<file path="config.mk">
export PLATFORM = sky130hd
export DESIGN_NAME = sensor_capture_top
export DESIGN_NICKNAME = d
export VERILOG_FILES = /design/src/verilog/sensor_pkg.sv /design/src/verilog/spi_cfg_if.sv /design/src/verilog/capture_ctrl.sv /design/src/verilog/config_table.sv /design/src/verilog/frame_gate.sv /design/src/verilog/sensor_capture_top.sv /design/src/verilog/spi_config.sv
export VERILOG_INCLUDE_DIRS = /design/src /design/src/verilog
export SDC_FILE = /design/constraint.sdc
export NUM_CORES = 1
export LEC_CHECK = 0
export ABC_AREA = 1
export BUFFER_PORTS_ARGS = -buffer_cell sky130_fd_sc_hd__buf_2
export CAP_MARGIN = 10
export CORE_MARGIN = 4
export CORE_UTILIZATION = 45
export CTS_CLUSTER_SIZE = 20
export DETAILED_ROUTE_END_ITERATION = 12
export PLACE_DENSITY_LB_ADDON = 0.2
export SYNTH_ARGS = -nofsm -noshare
export SYNTH_HDL_FRONTEND = slang
export SYNTH_SLANG_ARGS = --single-unit
</file>
<file path="constraint.sdc">
create_clock -name clk_80 -period 2.45 [get_ports clk_80]
set_clock_uncertainty 0.05 [all_clocks]
set_input_delay 0.245 -clock clk_80 [delete_from_list [all_inputs] [get_ports clk_80]]
set_output_delay 0.245 -clock clk_80 [all_outputs]
set_load 0.005 [all_outputs]
</file>
<file path="src/verilog/sensor_consts.svh">
`ifndef SENSOR_CONSTS_SVH
`define SENSOR_CONSTS_SVH

// Sensor pixel bus, 10-bit LUPA style data
`define PIX_W 10

// Output pixel byte and host data byte
`define BYTE_W 8

// Host register address width
`define HOST_AW 4

// Configuration table depth and count width
`define NUM_REGS 5
`define CNT_W 3

// One frame in eight is eligible for capture
`define FRAME_DECIM 8

// SPI word length, clock divider and inter-word gap
`define SPI_W 16
`define SPI_DIV 4
`define SPI_GAP 4

// Sequencer word, activates DS and TS
`define CFG_DEFAULT 16'h4079
// Filler word for indices past the table
`define CFG_FILL 16'h40F1

// Host addresses of count and start
`define ADDR_COUNT 10
`define ADDR_START 12

`endif

</file>
<file path="src/verilog/sensor_pkg.sv">
`include "sensor_consts.svh"

package sensor_pkg;

   // Capture sequencing states
   typedef enum logic [1:0]
   {
      IDLE    = 2'd0,
      ARMED   = 2'd1,
      CAPTURE = 2'd2,
      DONE    = 2'd3
   } capture_state_e;

   // Register address in the upper byte, value in the lower
   typedef struct packed
   {
      logic [`BYTE_W-1:0] addr;
      logic [`BYTE_W-1:0] value;
   } spi_fields_t;

   // Host writes the fields, SPI sender sees the raw word
   typedef union packed
   {
      logic [`SPI_W-1:0] raw;
      spi_fields_t       fld;
   } spi_word_u;

endpackage

</file>
<file path="src/verilog/spi_cfg_if.sv">
`timescale 1ns/1ps
`include "sensor_consts.svh"

interface spi_cfg_if;

   // One-cycle start request from the host side
   logic                 cfg_start;
   // Number of words, zero means one default word
   logic [`CNT_W-1:0]    reg_count;
   // Word selected by reg_idx, no latency
   logic [`SPI_W-1:0]    reg_word;
   logic [`CNT_W-1:0]    reg_idx;
   // Sender in the middle of a configuration
   logic                 busy;

   modport table_side
   (
      output cfg_start,
      output reg_count,
      output reg_word,
      input  reg_idx,
      input  busy
   );

   modport sender
   (
      input  cfg_start,
      input  reg_count,
      input  reg_word,
      output reg_idx,
      output busy
   );

endinterface

</file>
<file path="src/verilog/capture_ctrl.sv">
`timescale 1ns/1ps
`include "sensor_consts.svh"

module capture_ctrl
   import sensor_pkg::*;
(
   input  logic               clk_80,
   input  logic               frame_valid,
   input  logic               read_open,
   input  logic               lval,
   input  logic [`PIX_W-1:0]  data_image,
   input  logic               fifo_full,
   input  logic               sel_fval,
   input  logic               sel_rise,
   input  logic               sel_fall,
   output logic [`BYTE_W-1:0] pix_data,
   output logic               pix_valid,
   output logic               overflow
);

   capture_state_e state;

   // Write strobe, master mode qualification
   assign pix_valid = (state == CAPTURE) & lval & sel_fval;

   // Upper data bits, inverted for the host
   assign pix_data = ~data_image[`PIX_W-1 -: `BYTE_W];

   always_ff @(posedge clk_80 or negedge frame_valid)
   begin
      if (!frame_valid)
      begin
         state <= IDLE;
      end
      else
      begin
         unique case (state)
            IDLE:
            begin
               // Host opened the read side
               if (read_open)
               begin
                  state <= ARMED;
               end
            end
            ARMED:
            begin
               if (!read_open)
               begin
                  state <= IDLE;
               end
               else if (sel_rise)
               begin
                  state <= CAPTURE;
               end
            end
            CAPTURE:
            begin
               if (!read_open)
               begin
                  state <= IDLE;
               end
               else if (sel_fall)
               begin
                  state <= DONE;
               end
            end
            DONE:
            begin
               // Wait for close before the next arming
               if (!read_open)
               begin
                  state <= IDLE;
               end
            end
            default:
            begin
               state <= IDLE;
            end
         endcase
      end
   end

   // Sticky, cleared only by reset
   always_ff @(posedge clk_80 or negedge frame_valid)
   begin
      if (!frame_valid)
      begin
         overflow <= 1'b0;
      end
      else if ((state == CAPTURE) && fifo_full)
      begin
         overflow <= 1'b1;
      end
   end

endmodule

</file>
<file path="src/verilog/config_table.sv">
`timescale 1ns/1ps
`include "sensor_consts.svh"

module config_table
   import sensor_pkg::*;
(
   input  logic                clk_80,
   input  logic                frame_valid,
   input  logic                host_wr,
   input  logic [`HOST_AW-1:0] host_addr,
   input  logic [`BYTE_W-1:0]  host_data,
   spi_cfg_if.table_side       cfg
);

   localparam int AW = `HOST_AW;

   spi_word_u         reg_tbl [`NUM_REGS];
   logic [`CNT_W-1:0] count_q;
   logic              start_q;

   assign cfg.reg_count = count_q;
   assign cfg.cfg_start = start_q;

   always_ff @(posedge clk_80 or negedge frame_valid)
   begin
      if (!frame_valid)
      begin
         for (int k = 0; k < `NUM_REGS; k++)
         begin
            reg_tbl[k] <= '0;
         end
         count_q <= '0;
         start_q <= 1'b0;
      end
      else
      begin
         // Start pulse one cycle after the write
         // No new start while a pass is running
         start_q <= host_wr && (host_addr == AW'(`ADDR_START)) && !cfg.busy;
         if (host_wr)
         begin
            // Even address is the register, odd one its value
            for (int k = 0; k < `NUM_REGS; k++)
            begin
               if (host_addr == AW'(2 * k))
               begin
                  reg_tbl[k].fld.addr <= host_data;
               end
               if (host_addr == AW'(2 * k + 1))
               begin
                  reg_tbl[k].fld.value <= host_data;
               end
            end
            if (host_addr == AW'(`ADDR_COUNT))
            begin
               count_q <= host_data[`CNT_W-1:0];
            end
         end
      end
   end

   // Word lookup for the sender, filler past the table
   always_comb
   begin
      if (cfg.reg_idx < `CNT_W'(`NUM_REGS))
      begin
         cfg.reg_word = reg_tbl[cfg.reg_idx].raw;
      end
      else
      begin
         cfg.reg_word = `CFG_FILL;
      end
   end

endmodule

</file>
<file path="src/verilog/frame_gate.sv">
`timescale 1ns/1ps
`include "sensor_consts.svh"

module frame_gate
(
   input  logic clk_80,
   input  logic frame_valid,
   input  logic fval,
   output logic sel_fval,
   output logic sel_rise,
   output logic sel_fall
);

   localparam int FCNT_W = $clog2(`FRAME_DECIM);

   logic              fval_d;
   logic              fval_rise;
   logic              fval_fall;
   logic [FCNT_W-1:0] frame_cnt;
   logic [FCNT_W-1:0] cnt_inc;
   logic [FCNT_W-1:0] cnt_eff;

   // Edges against the previous sample
   assign fval_rise = fval & ~fval_d;
   assign fval_fall = ~fval & fval_d;

   // Counter wraps at FRAME_DECIM
   assign cnt_inc = (frame_cnt == FCNT_W'(`FRAME_DECIM - 1)) ? '0 : frame_cnt + FCNT_W'(1);

   // Count as it stands after this cycle's edge
   assign cnt_eff = fval_rise ? cnt_inc : frame_cnt;

   // Frame 1 after reset, then every eighth
   assign sel_fval = fval & (cnt_eff == FCNT_W'(1));

   always_ff @(posedge clk_80 or negedge frame_valid)
   begin
      if (!frame_valid)
      begin
         fval_d    <= 1'b0;
         frame_cnt <= '0;
         sel_rise  <= 1'b0;
         sel_fall  <= 1'b0;
      end
      else
      begin
         fval_d <= fval;
         if (fval_rise)
         begin
            frame_cnt <= cnt_inc;
         end
         // Edge pulses of the selected frame only, one cycle late
         sel_rise <= fval_rise & (cnt_inc == FCNT_W'(1));
         sel_fall <= fval_fall & (frame_cnt == FCNT_W'(1));
      end
   end

endmodule

</file>
<file path="src/verilog/sensor_capture_top.sv">
`timescale 1ns/1ps
`include "sensor_consts.svh"

module sensor_capture_top
(
   input  logic                clk_80,
   input  logic                frame_valid,
   input  logic                fval,
   input  logic                lval,
   input  logic [`PIX_W-1:0]   data_image,
   input  logic                read_open,
   input  logic                fifo_full,
   input  logic                host_wr,
   input  logic [`HOST_AW-1:0] host_addr,
   input  logic [`BYTE_W-1:0]  host_data,
   output logic [`BYTE_W-1:0]  pix_data,
   output logic                pix_valid,
   output logic                overflow,
   output logic                spi_en,
   output logic                spi_clk,
   output logic                spi_dat,
   output logic                sensor_rst_n
);

   // Selected frame level and its edge pulses
   logic sel_fval;
   logic sel_rise;
   logic sel_fall;

   // Table to sender
   spi_cfg_if cfg_bus ();

   frame_gate i_frame_gate
   (
      .clk_80      (clk_80),
      .frame_valid (frame_valid),
      .fval        (fval),
      .sel_fval    (sel_fval),
      .sel_rise    (sel_rise),
      .sel_fall    (sel_fall)
   );

   capture_ctrl i_capture_ctrl
   (
      .clk_80      (clk_80),
      .frame_valid (frame_valid),
      .read_open   (read_open),
      .lval        (lval),
      .data_image  (data_image),
      .fifo_full   (fifo_full),
      .sel_fval    (sel_fval),
      .sel_rise    (sel_rise),
      .sel_fall    (sel_fall),
      .pix_data    (pix_data),
      .pix_valid   (pix_valid),
      .overflow    (overflow)
   );

   config_table i_config_table
   (
      .clk_80      (clk_80),
      .frame_valid (frame_valid),
      .host_wr     (host_wr),
      .host_addr   (host_addr),
      .host_data   (host_data),
      .cfg         (cfg_bus.table_side)
   );

   spi_config i_spi_config
   (
      .clk_80       (clk_80),
      .frame_valid  (frame_valid),
      .cfg          (cfg_bus.sender),
      .spi_en       (spi_en),
      .spi_clk      (spi_clk),
      .spi_dat      (spi_dat),
      .sensor_rst_n (sensor_rst_n)
   );

endmodule

</file>
<file path="src/verilog/spi_config.sv">
`timescale 1ns/1ps
`include "sensor_consts.svh"

module spi_config
(
   input  logic      clk_80,
   input  logic      frame_valid,
   spi_cfg_if.sender cfg,
   output logic      spi_en,
   output logic      spi_clk,
   output logic      spi_dat,
   output logic      sensor_rst_n
);

   localparam int DIV_W = $clog2(`SPI_DIV);
   localparam int BIT_W = $clog2(`SPI_W);
   localparam int GAP_W = $clog2(`SPI_GAP);

   typedef enum logic [1:0]
   {
      S_IDLE,
      S_LOAD,
      S_SHIFT,
      S_GAP
   } spi_state_e;

   spi_state_e        state;
   logic [`SPI_W-1:0] shreg;
   logic [DIV_W-1:0]  div_cnt;
   logic [BIT_W-1:0]  bit_cnt;
   logic [GAP_W-1:0]  gap_cnt;
   logic [`CNT_W-1:0] idx_q;
   logic [`CNT_W-1:0] last_idx;
   logic              use_def;
   logic              rst_done;

   assign cfg.reg_idx = idx_q;
   assign cfg.busy    = (state != S_IDLE);

   // Enable covers exactly the 16 bit periods
   assign spi_en  = (state == S_SHIFT);
   // Low first half, high second half of each bit
   assign spi_clk = spi_en & (div_cnt >= DIV_W'(`SPI_DIV / 2));
   // MSB first, zero once shifted out
   assign spi_dat = shreg[`SPI_W-1];

   // Sensor held in reset until the first pass ends
   assign sensor_rst_n = rst_done;

   always_ff @(posedge clk_80 or negedge frame_valid)
   begin
      if (!frame_valid)
      begin
         state    <= S_IDLE;
         shreg    <= '0;
         div_cnt  <= '0;
         bit_cnt  <= '0;
         gap_cnt  <= '0;
         idx_q    <= '0;
         last_idx <= '0;
         use_def  <= 1'b0;
         rst_done <= 1'b0;
      end
      else
      begin
         unique case (state)
            S_IDLE:
            begin
               // Starts while busy never reach here
               if (cfg.cfg_start)
               begin
                  idx_q    <= '0;
                  use_def  <= (cfg.reg_count == '0);
                  last_idx <= (cfg.reg_count == '0) ? '0 : cfg.reg_count - `CNT_W'(1);
                  state    <= S_LOAD;
               end
            end
            S_LOAD:
            begin
               shreg   <= use_def ? `CFG_DEFAULT : cfg.reg_word;
               div_cnt <= '0;
               bit_cnt <= '0;
               state   <= S_SHIFT;
            end
            S_SHIFT:
            begin
               div_cnt <= div_cnt + DIV_W'(1);
               // End of a bit period
               if (div_cnt == DIV_W'(`SPI_DIV - 1))
               begin
                  div_cnt <= '0;
                  shreg   <= {shreg[`SPI_W-2:0], 1'b0};
                  bit_cnt <= bit_cnt + BIT_W'(1);
                  if (bit_cnt == BIT_W'(`SPI_W - 1))
                  begin
                     if (idx_q == last_idx)
                     begin
                        // Last word of the pass
                        state    <= S_IDLE;
                        rst_done <= 1'b1;
                     end
                     else
                     begin
                        // Index moves now so the word is ready by gap end
                        idx_q   <= idx_q + `CNT_W'(1);
                        gap_cnt <= '0;
                        state   <= S_GAP;
                     end
                  end
               end
            end
            S_GAP:
            begin
               gap_cnt <= gap_cnt + GAP_W'(1);
               if (gap_cnt == GAP_W'(`SPI_GAP - 1))
               begin
                  shreg   <= cfg.reg_word;
                  div_cnt <= '0;
                  bit_cnt <= '0;
                  state   <= S_SHIFT;
               end
            end
            default:
            begin
               state <= S_IDLE;
            end
         endcase
      end
   end

endmodule
</file>
==> flow_results.org, run 1 <==
** Outcome
- Run status :: finished clean

** Setup path
- The largest individual stage delay along the critical path comes from the cell dfrtp_1.
- Together, buffers and inverters on the worst path number 1.
- STA classifies the critical path endpoint as a primary output.
- Cell family with most CP delay :: flip-flops
- CP Launch Type :: register
- Worst Path Required :: 2150 ps
- Worst setup path category :: register to primary output
- The critical path goes through ha_1 -> ha_1 -> nor2_1 -> nand2_1 -> o21ai_0 -> nand4_1 -> nor3_1 -> buf_2.
- Crit path DAT :: 1920 ps
- By instance count, the cell type seen most on the critical path is ha_1.
- Largest stage delay on the critical path :: 410 ps
- CP Max Fanout :: 4

** Clock network
- TritonCTS built the clock tree.
- Post-CTS Resized :: 0
- H-tree depth :: 4
- Clock sink total :: 127
- Hold-fix buffers at CTS :: 3
- Library cell used as clock root buffer :: clkbuf_16
- Clock Path Buffers :: 2
- TritonCTS buffer count :: 17
- The later pin in the worst-skew pair is clocked with a latency of 420 ps.
- Once the clock tree was built, the setup fixing pass inserted 0 buffers.
- Clock slew at the register clock pins of the worst setup and hold paths :: 50 ps

** Detailed routing
- The routed layout has 5177 vias.
- Total routed wirelength :: 14800 microns
- Post-DR wirelength/cell :: 14.7 microns
- Antenna viol nets, final :: 0
- Number of DRC markers after the initial detailed-route iteration :: 556
- After detailed routing, the number of remaining DRC violations is 0.
- Using the TritonRoute via totals, the vias-per-cell ratio works out to 5.15.
- Number of detailed-route iterations in the first pass :: 5

** STA
- The count of endpoints failing hold in the final timing report was 0.
- In the finished design, the share of the clock period the worst path needs comes to 0.903.
- Summed negative setup slack over all endpoints :: 0 ps
- Setup violations remaining at the end of the flow were counted as 0.
- Headroom to the max-slew limit came out at 0.267.
- Based on the critical path, the design can be clocked at up to 452 MHz.
- At the pin with the least slew margin, the transition time is 1090 ps.
- Post-layout min period :: 2210 ps
- Setup repair after global routing left no endpoint under its margin.
- The final number of max-transition violations is 0.

** Global route
- The initial antenna violation count was 0.
- The first global-routing pass estimated 24800 microns of wire.
- Pin count of the biggest net entering global routing :: 128
- The via count of the first global-routing pass is 5048.
- In the global route stage, overall resource usage came out at 0.200.
- After global routing the overflow that remains totals 0.

** Synthesis
- Number of storage elements in the synthesis netlist :: 127
- The synthesized design contains 0 enable-type register cells.
- Most used flip-flop cell after synthesis :: dfrtp_1
- Mapped Area :: 6130 sq um
- Fraction of registers with async set/reset :: 1.00
- The share of the Yosys chip area taken by registers is 0.518.
- Post-synthesis cell count :: 778
- When the netlist entered floorplanning its net count stood at 818.
- Synthesis instantiated 35 different standard cells from the library.
- Yosys printed 0 warnings.
- The average instance in the mapped netlist occupies 7.88 sq um.

** Die
- Horizontal extent of the die :: 125 microns
- Number of top-level design ports :: 43
- In this run the core area contains 42 standard-cell rows.
- For this configuration, the core starts out at a cell density of 0.461.
- Core footprint :: 13300 sq um
- Die boundary height :: 125 microns
- The die covers 15600 sq um.

** Power
- The share of total power dissipated in sequential elements is 0.394.
- The analysis attributes to net switching a power of 2.44 mW.
- Int Power :: 5.04 mW
- Of the total power, the clock network draws 0.341.
- The share of total power dissipated in combinational logic is 0.265.
- Of the total power, the share spent switching nets is 0.326.
- Static Leakage :: 3.70 nW
- Cell area power density :: 1050 nW/um^2
- Across the VDD grid, the largest voltage drop is 551 uV.
- Total power consumption of the routed design :: 7.47 mW

** Placed design
- Number of port buffers :: 40
- Final HPWL DP :: 9380 microns
- The congestion estimate from routability-driven global placement came to 0.793.

** Cells and area
- Share of final-layout standard cells stronger than drive strength 1 :: 0.119
- The final layout contains 857 nets.
- Measured on the finished design, the core utilization comes to 0.535.
- Relative to the synthesized area, the layout overhead comes to 15.9%.
- The repair_antennas step left the layout with diodes totalling 0.

** Hold path
- The path class of the tightest hold or removal check is input pin to register.

** Flow run
- Across the run, the number of max-cap violations was 0.
==> cells by family (layout without fill, tap and decap cells) <==
kind of cell,after synthesis,count (layout),share of synthesized area
fa+ha+maj,11,11,0.0224
flops,127,127,0.518
buf+inv,139,190,0.0908
xor+xnor,4,4,0.00571
simple gates,358,358,0.246
compound gates,139,139,0.116
==> final cells by class <==
cell class	count	area (sq um)
Clock buffer	26	529
Clock inverter	5	75.1
Fill cell	1255	6190
Inverter	109	409
Multi-Input combinational cell	512	2400
Sequential cell	127	3180
Tap cell	176	220
Timing Repair Buffer	50	298
==> power by group through the flow <==
stage	Sequential [mW]	Combinational, mW	Clock, mW
2_1_floorplan	2.88	1.53	0
3_3_place_gp	2.95	1.91	0
3_5_place_dp	2.97	1.97	0
4_1_cts	2.94	1.99	2.59
5_1_grt	3.02	2.29	2.68
6_report	2.95	1.98	2.55
==> worst paths after layout <==
check / to / slack (ps) / from / cells after the start
setup / recovery: pix_valid / 240 / i_frame_gate.frame_cnt[0] / 8
max in group asynchronous: i_config_table.reg_tbl[21] / 1400 / frame_valid / 3
hold / removal: i_config_table.reg_tbl[7] / 20 / host_data[7] / 3
min in group asynchronous: i_spi_config.use_def / 430 / frame_valid / 3
hold reg to reg: i_capture_ctrl.overflow / 400 / i_capture_ctrl.overflow / 1
setup reg to reg: i_spi_config.shreg[15] / 570 / i_spi_config.state[1] / 4
==> Yosys cell counts, types with 5 or more instances <==
| library cell | number | share of area |
|---|---|---|
| buf_2 | 13 | 0.011 |
| nand4_1 | 7 | 0.0071 |
| nor2_1 | 32 | 0.020 |
| nand2_1 | 231 | 0.14 |
| inv_1 | 104 | 0.064 |
| ha_1 | 11 | 0.022 |
| clkbuf_1 | 13 | 0.0080 |
| or2_2 | 7 | 0.0071 |
| o21ai_0 | 102 | 0.083 |
| dfrtp_1 | 127 | 0.52 |
| nand3_1 | 65 | 0.053 |
| a21oi_1 | 29 | 0.024 |
| inv_2 | 5 | 0.0031 |
==> stage by stage <==
step,setup slack (ps),hold WS (ps),cells,instance area (sq um)
global placement,625,344,971,6470
global route,144,54.2,1005,7110
floorplan,876,-101,778,6130
finish,238,16.6,1005,7110
detailed placement,612,353,971,6470
CTS,245,11.9,1005,7110
==> layer usage <==
| metal | track usage | vias to the layer above | share of wire |
|---|---|---|---|
| met1 | 0.254 | 2487 | 0.45 |
| met5 | 0 | - | 0 |
| met3 | 0.0480 | 17 | 0.058 |
| met4 | 0.0774 | 0 | 0.013 |
| met2 | 0.329 | 146 | 0.48 |
| li1 | - | 2527 | - |
==> layout by cell type, fill, tap and decap left out, types with 2 or more instances in the layout <==
master and n:
buf_4 7, xnor2_1 3, clkbuf_16 17, dlygate4sd3_1 3, o21ai_1 2, ha_1 11, o21ai_0 102, dfrtp_1 127
a21oi_1 29, or2_2 7, nand2_2 2, inv_1 104, nand3_1 65, nand2_1 231, nor3_1 2, clkbuf_1 2
bufinv_16 2, nor2_1 32, or2_1 2, inv_2 5, clkinv_2 3, buf_2 39, nor2_2 4, nand4_1 7
clkbuf_8 7
==> state kept, by name, summed over array words and instances (netlist names), 2 cells and up <==
| signal | flops |
|---|---|
| i_capture_ctrl.state | 2 |
| i_config_table.cfg.reg_count | 3 |
| i_config_table.reg_tbl | 80 |
| i_frame_gate.frame_cnt | 3 |
| i_spi_config.bit_cnt | 4 |
| i_spi_config.cfg.reg_idx | 3 |
| i_spi_config.div_cnt | 2 |
| i_spi_config.gap_cnt | 2 |
| i_spi_config.last_idx | 3 |
| i_spi_config.shreg | 16 |
| i_spi_config.state | 2 |
==> worst register-to-register path, cell delays in order, from the launching register on <==
cell,delay (ps)
dfrtp_1,480
o21ai_1,880
nand2_1,120
nor2_1,160
o21a_1,120
Power figures use the tool's default switching activity.
==> inputs of run 2 (changes only) <==
==> constraint.sdc (replaced) <==
create_clock -name clk_80 -period 2.45 [get_ports clk_80]
set_clock_uncertainty 0.05 [all_clocks]
set_input_delay 0.245 -clock clk_80 [delete_from_list [all_inputs] [get_ports clk_80]]
set_output_delay 0.245 -clock clk_80 [all_outputs]
set_load 0.05 [all_outputs]
==> run 2 against run 1 <==
Against the previous run:
- clock power barely moved
- combinational power rose by 8%
- flip-flop and latch count did not move
- setup slack got worse by 94 ps
- utilization rose by 0.31 points
- total power rose by 2.5%
- die area did not move
- worst hold slack improved by 1.9 ps
- critical path type unchanged
- largest cell class unchanged
- highest routed layer unchanged
==> flow_results.org, run 2 (synthesized netlist as in run 1, its figures left out) <==
** Outcome
- The run finished with clean final reports.

** Detailed routing
- Once detail routing completed, the nets flagged for antenna violations numbered 0.
- Summed over all layers, the routed wires come to 14700 microns.
- Detailed routing inserted a total of 5109 vias.
- Number of design rule violations left after detail routing :: 0
- The first TritonRoute pass finished after 5 iterations.
- In this run, the number of DRC markers left after iteration 0 of detailed routing was 439.
- Detail-routed via count per cell :: 5.07
- Post-DR wirelength/cell :: 14.6 microns

** Clock network
- After clock tree synthesis, the clock-pin slew on the worst setup and hold paths is 60 ps.
- Number of setup buffers added after CTS :: 0
- TritonCTS built the clock tree.
- In this run the number of H-tree levels came out at 4.
- Clock sink total :: 127
- Library cell used as clock root buffer :: clkbuf_16
- The longest clock path from root to sink contains 2 buffers.
- TritonCTS buffer count :: 17
- Clock latency on the worst-skew pair :: 420 ps

** Placed design
- Final HPWL DP :: 9750 microns
- Routability-driven placement finished with a final weighted congestion of 0.819.
- Number of port buffers :: 40
- Cell count after placement :: 973
- OpenSTA, run right after detailed placement, puts the worst setup slack at 557 ps.

** STA
- The final number of max-transition violations came to 0.
- Post-layout min period :: 2310 ps
- The worst pin sits at a relative slew slack of 0.520.
- Actual transition at the worst max-transition pin :: 717 ps
- Summed negative setup slack over all endpoints :: 0 ps
- Final critical-path share of the clock period :: 0.941
- Setup violators final :: 0
- The count of endpoints failing hold in the final timing report is 0.
- RSZ-0062 raised after global routing :: false
- Based on the critical path, the design can be clocked at up to 434 MHz.
- Smallest setup slack after layout :: 145 ps

** Power
- Static Leakage :: 3.70 nW
- Cell area power density :: 1070 nW/um^2
- Of the total power, the share spent switching nets is 0.350.
- Total power consumption of the routed design :: 7.66 mW
- IR Drop Worst-Case VDD :: 568 uV
- Comb power frac :: 0.279
- Reg power frac :: 0.384
- Int Power :: 4.99 mW
- Clock group share of total power :: 0.337
- Summed over all nets, the switching power comes to 2.68 mW.

** Global route
- Vias in the first global route :: 5046
- Overflow left after global routing :: 0
- In the global route stage, overall resource usage came out at 0.200.
- Pin count of the biggest net entering global routing :: 48
- The first global-routing pass estimated 25000 microns of wire.
- The initial antenna violation count came to 0.

** Die
- From bottom edge to top edge, the die measures 125 microns.
- In this run the count of I/O pins placed on the die edge is 43.
- Row generation in the floorplan step produced 42 rows.
- Horizontal extent of the die :: 125 microns
- For this configuration, the core starts out at a cell density of 0.461.
- Floorplan die area :: 15600 sq um
- Core footprint :: 13300 sq um

** Cells and area
- For this run, the number of standard cells in the final layout without fillers is 1008.
- The top cell types in the final layout, fill and taps aside, are 231 x nand2_1, 127 x dfrtp_1, 104 x inv_1.
- Leaving out fill and tap cells, the most frequent cell in the layout is nand2_1.
- The largest registers in the layout are i_config_table.reg_tbl x80, i_spi_config.shreg x16, i_spi_config.bit_cnt x4.
- The register with the most flip-flops in the layout has 80 of them.
- Count of inserted antenna diode cells :: 0
- Area growth from synthesis to layout :: 16.6%
- Layout fillers :: 1232
- Share of final-layout standard cells stronger than drive strength 1 :: 0.126
- After the last flow step, the layout net total stands at 859.
- Largest register by flop count :: i_config_table.reg_tbl

** Setup path
- Worst Path Required :: 2150 ps
- At the worst endpoint, the arrival time is 2010 ps.
- Endpoint kind of the worst setup timing path :: primary output
- Broken down by cell family, the worst path's largest delay share belongs to simple AND/OR/NAND/NOR gates.
- The slowest stage of the critical path is the dfrtp_1 cell.
- Worst setup path category :: register to primary output
- Combined buffer and inverter count along the critical path :: 1
- The worst setup path is launched from a register.
- Most repeated library cell on the critical path :: ha_1
- CP Max Fanout :: 4
- Largest stage delay on the critical path :: 410 ps
- Critical-path cell list :: ha_1 -> ha_1 -> nor2_1 -> nand2_1 -> o21ai_0 -> nand4_1 -> nor3_2 -> buf_4

** Flow run
- Maxcap violations :: 0

** Hold path
- Hold Path Class :: input pin to register
==> run 2: cell types whose count changed in the layout (fill, tap and decap cells not counted) <==
cell	change
clkbuf_8	-7
clkinv_4	+2
buf_2	-1
clkbuf_1	-2
inv_6	+4
bufinv_16	+1
clkinvlp_4	+5
clkinv_2	-2
buf_4	+2
nor3_1	-1
nor3_2	+1
buf_12	+1
==> run 2: tightest hold or removal path: cells and delay by family <==
kind | cells | cell delay, ps
simple gates | 1 | 50
compound gates | 1 | 60
buf+inv | 1 | 100
==> run 2: worst paths after layout <==
check	startpoint	endpoint	slack, ps	depth (start not counted)
worst max-delay path	i_frame_gate.frame_cnt[0]	pix_valid	140	8
min in group asynchronous	frame_valid	i_spi_config.last_idx[1]	350	2
worst min register to register	i_capture_ctrl.overflow	i_capture_ctrl.overflow	400	1
max in group asynchronous	frame_valid	i_frame_gate.sel_rise	1330	3
worst max register to register	i_spi_config.div_cnt[1]	i_spi_config.cfg.reg_idx[0]	650	6
worst min-delay path	host_data[1]	i_config_table.reg_tbl[9]	20	3
==> run 2: final cells by class <==
class                   count  area [sq um]  area share
flip-flops and latches    127          3180       0.445
inverters                 109           409      0.0572
multi-input cells         512          2400       0.336
repair buffers             52           328      0.0459
well taps                 176           220      0.0308
clock buffers              17           425      0.0595
clock inverters            15           185      0.0259
==> run 2: layer usage <==
layer	part of all wire	up-vias	global-route usage
li1	-	2541	-
met1	0.45	2408	0.261
met2	0.48	130	0.323
met3	0.050	30	0.0502
met4	0.019	0	0.0767
met5	0	-	0
==> run 2: what timing repair did <==
action,CTS,global route
setup endpoints to repair,0,1
hold endpoints to repair,48,0
hold buffers,3,0
resized for setup,0,2
==> run 2: stage by stage <==
stage | instance area [sq um] | hold WS, ps | util
final | 7150 | 18.5 | 0.538
after detailed placement | 6510 | 261 | 0.489
after floorplan | 6140 | -101 | -
after global routing | 7150 | 42.3 | 0.538
after CTS | 7150 | 15.3 | 0.538
after global placement | 6510 | 249 | 0.489
==> run 2: power groups by stage <==
stage,Combinational (mW),Clock [mW],Sequential (mW)
after global routing,2.45,2.72,3.01
final,2.14,2.58,2.94
after global placement,2.06,0,2.95
after detailed placement,2.13,0,2.97
after CTS,2.15,2.63,2.94
after floorplan,1.60,0,2.94
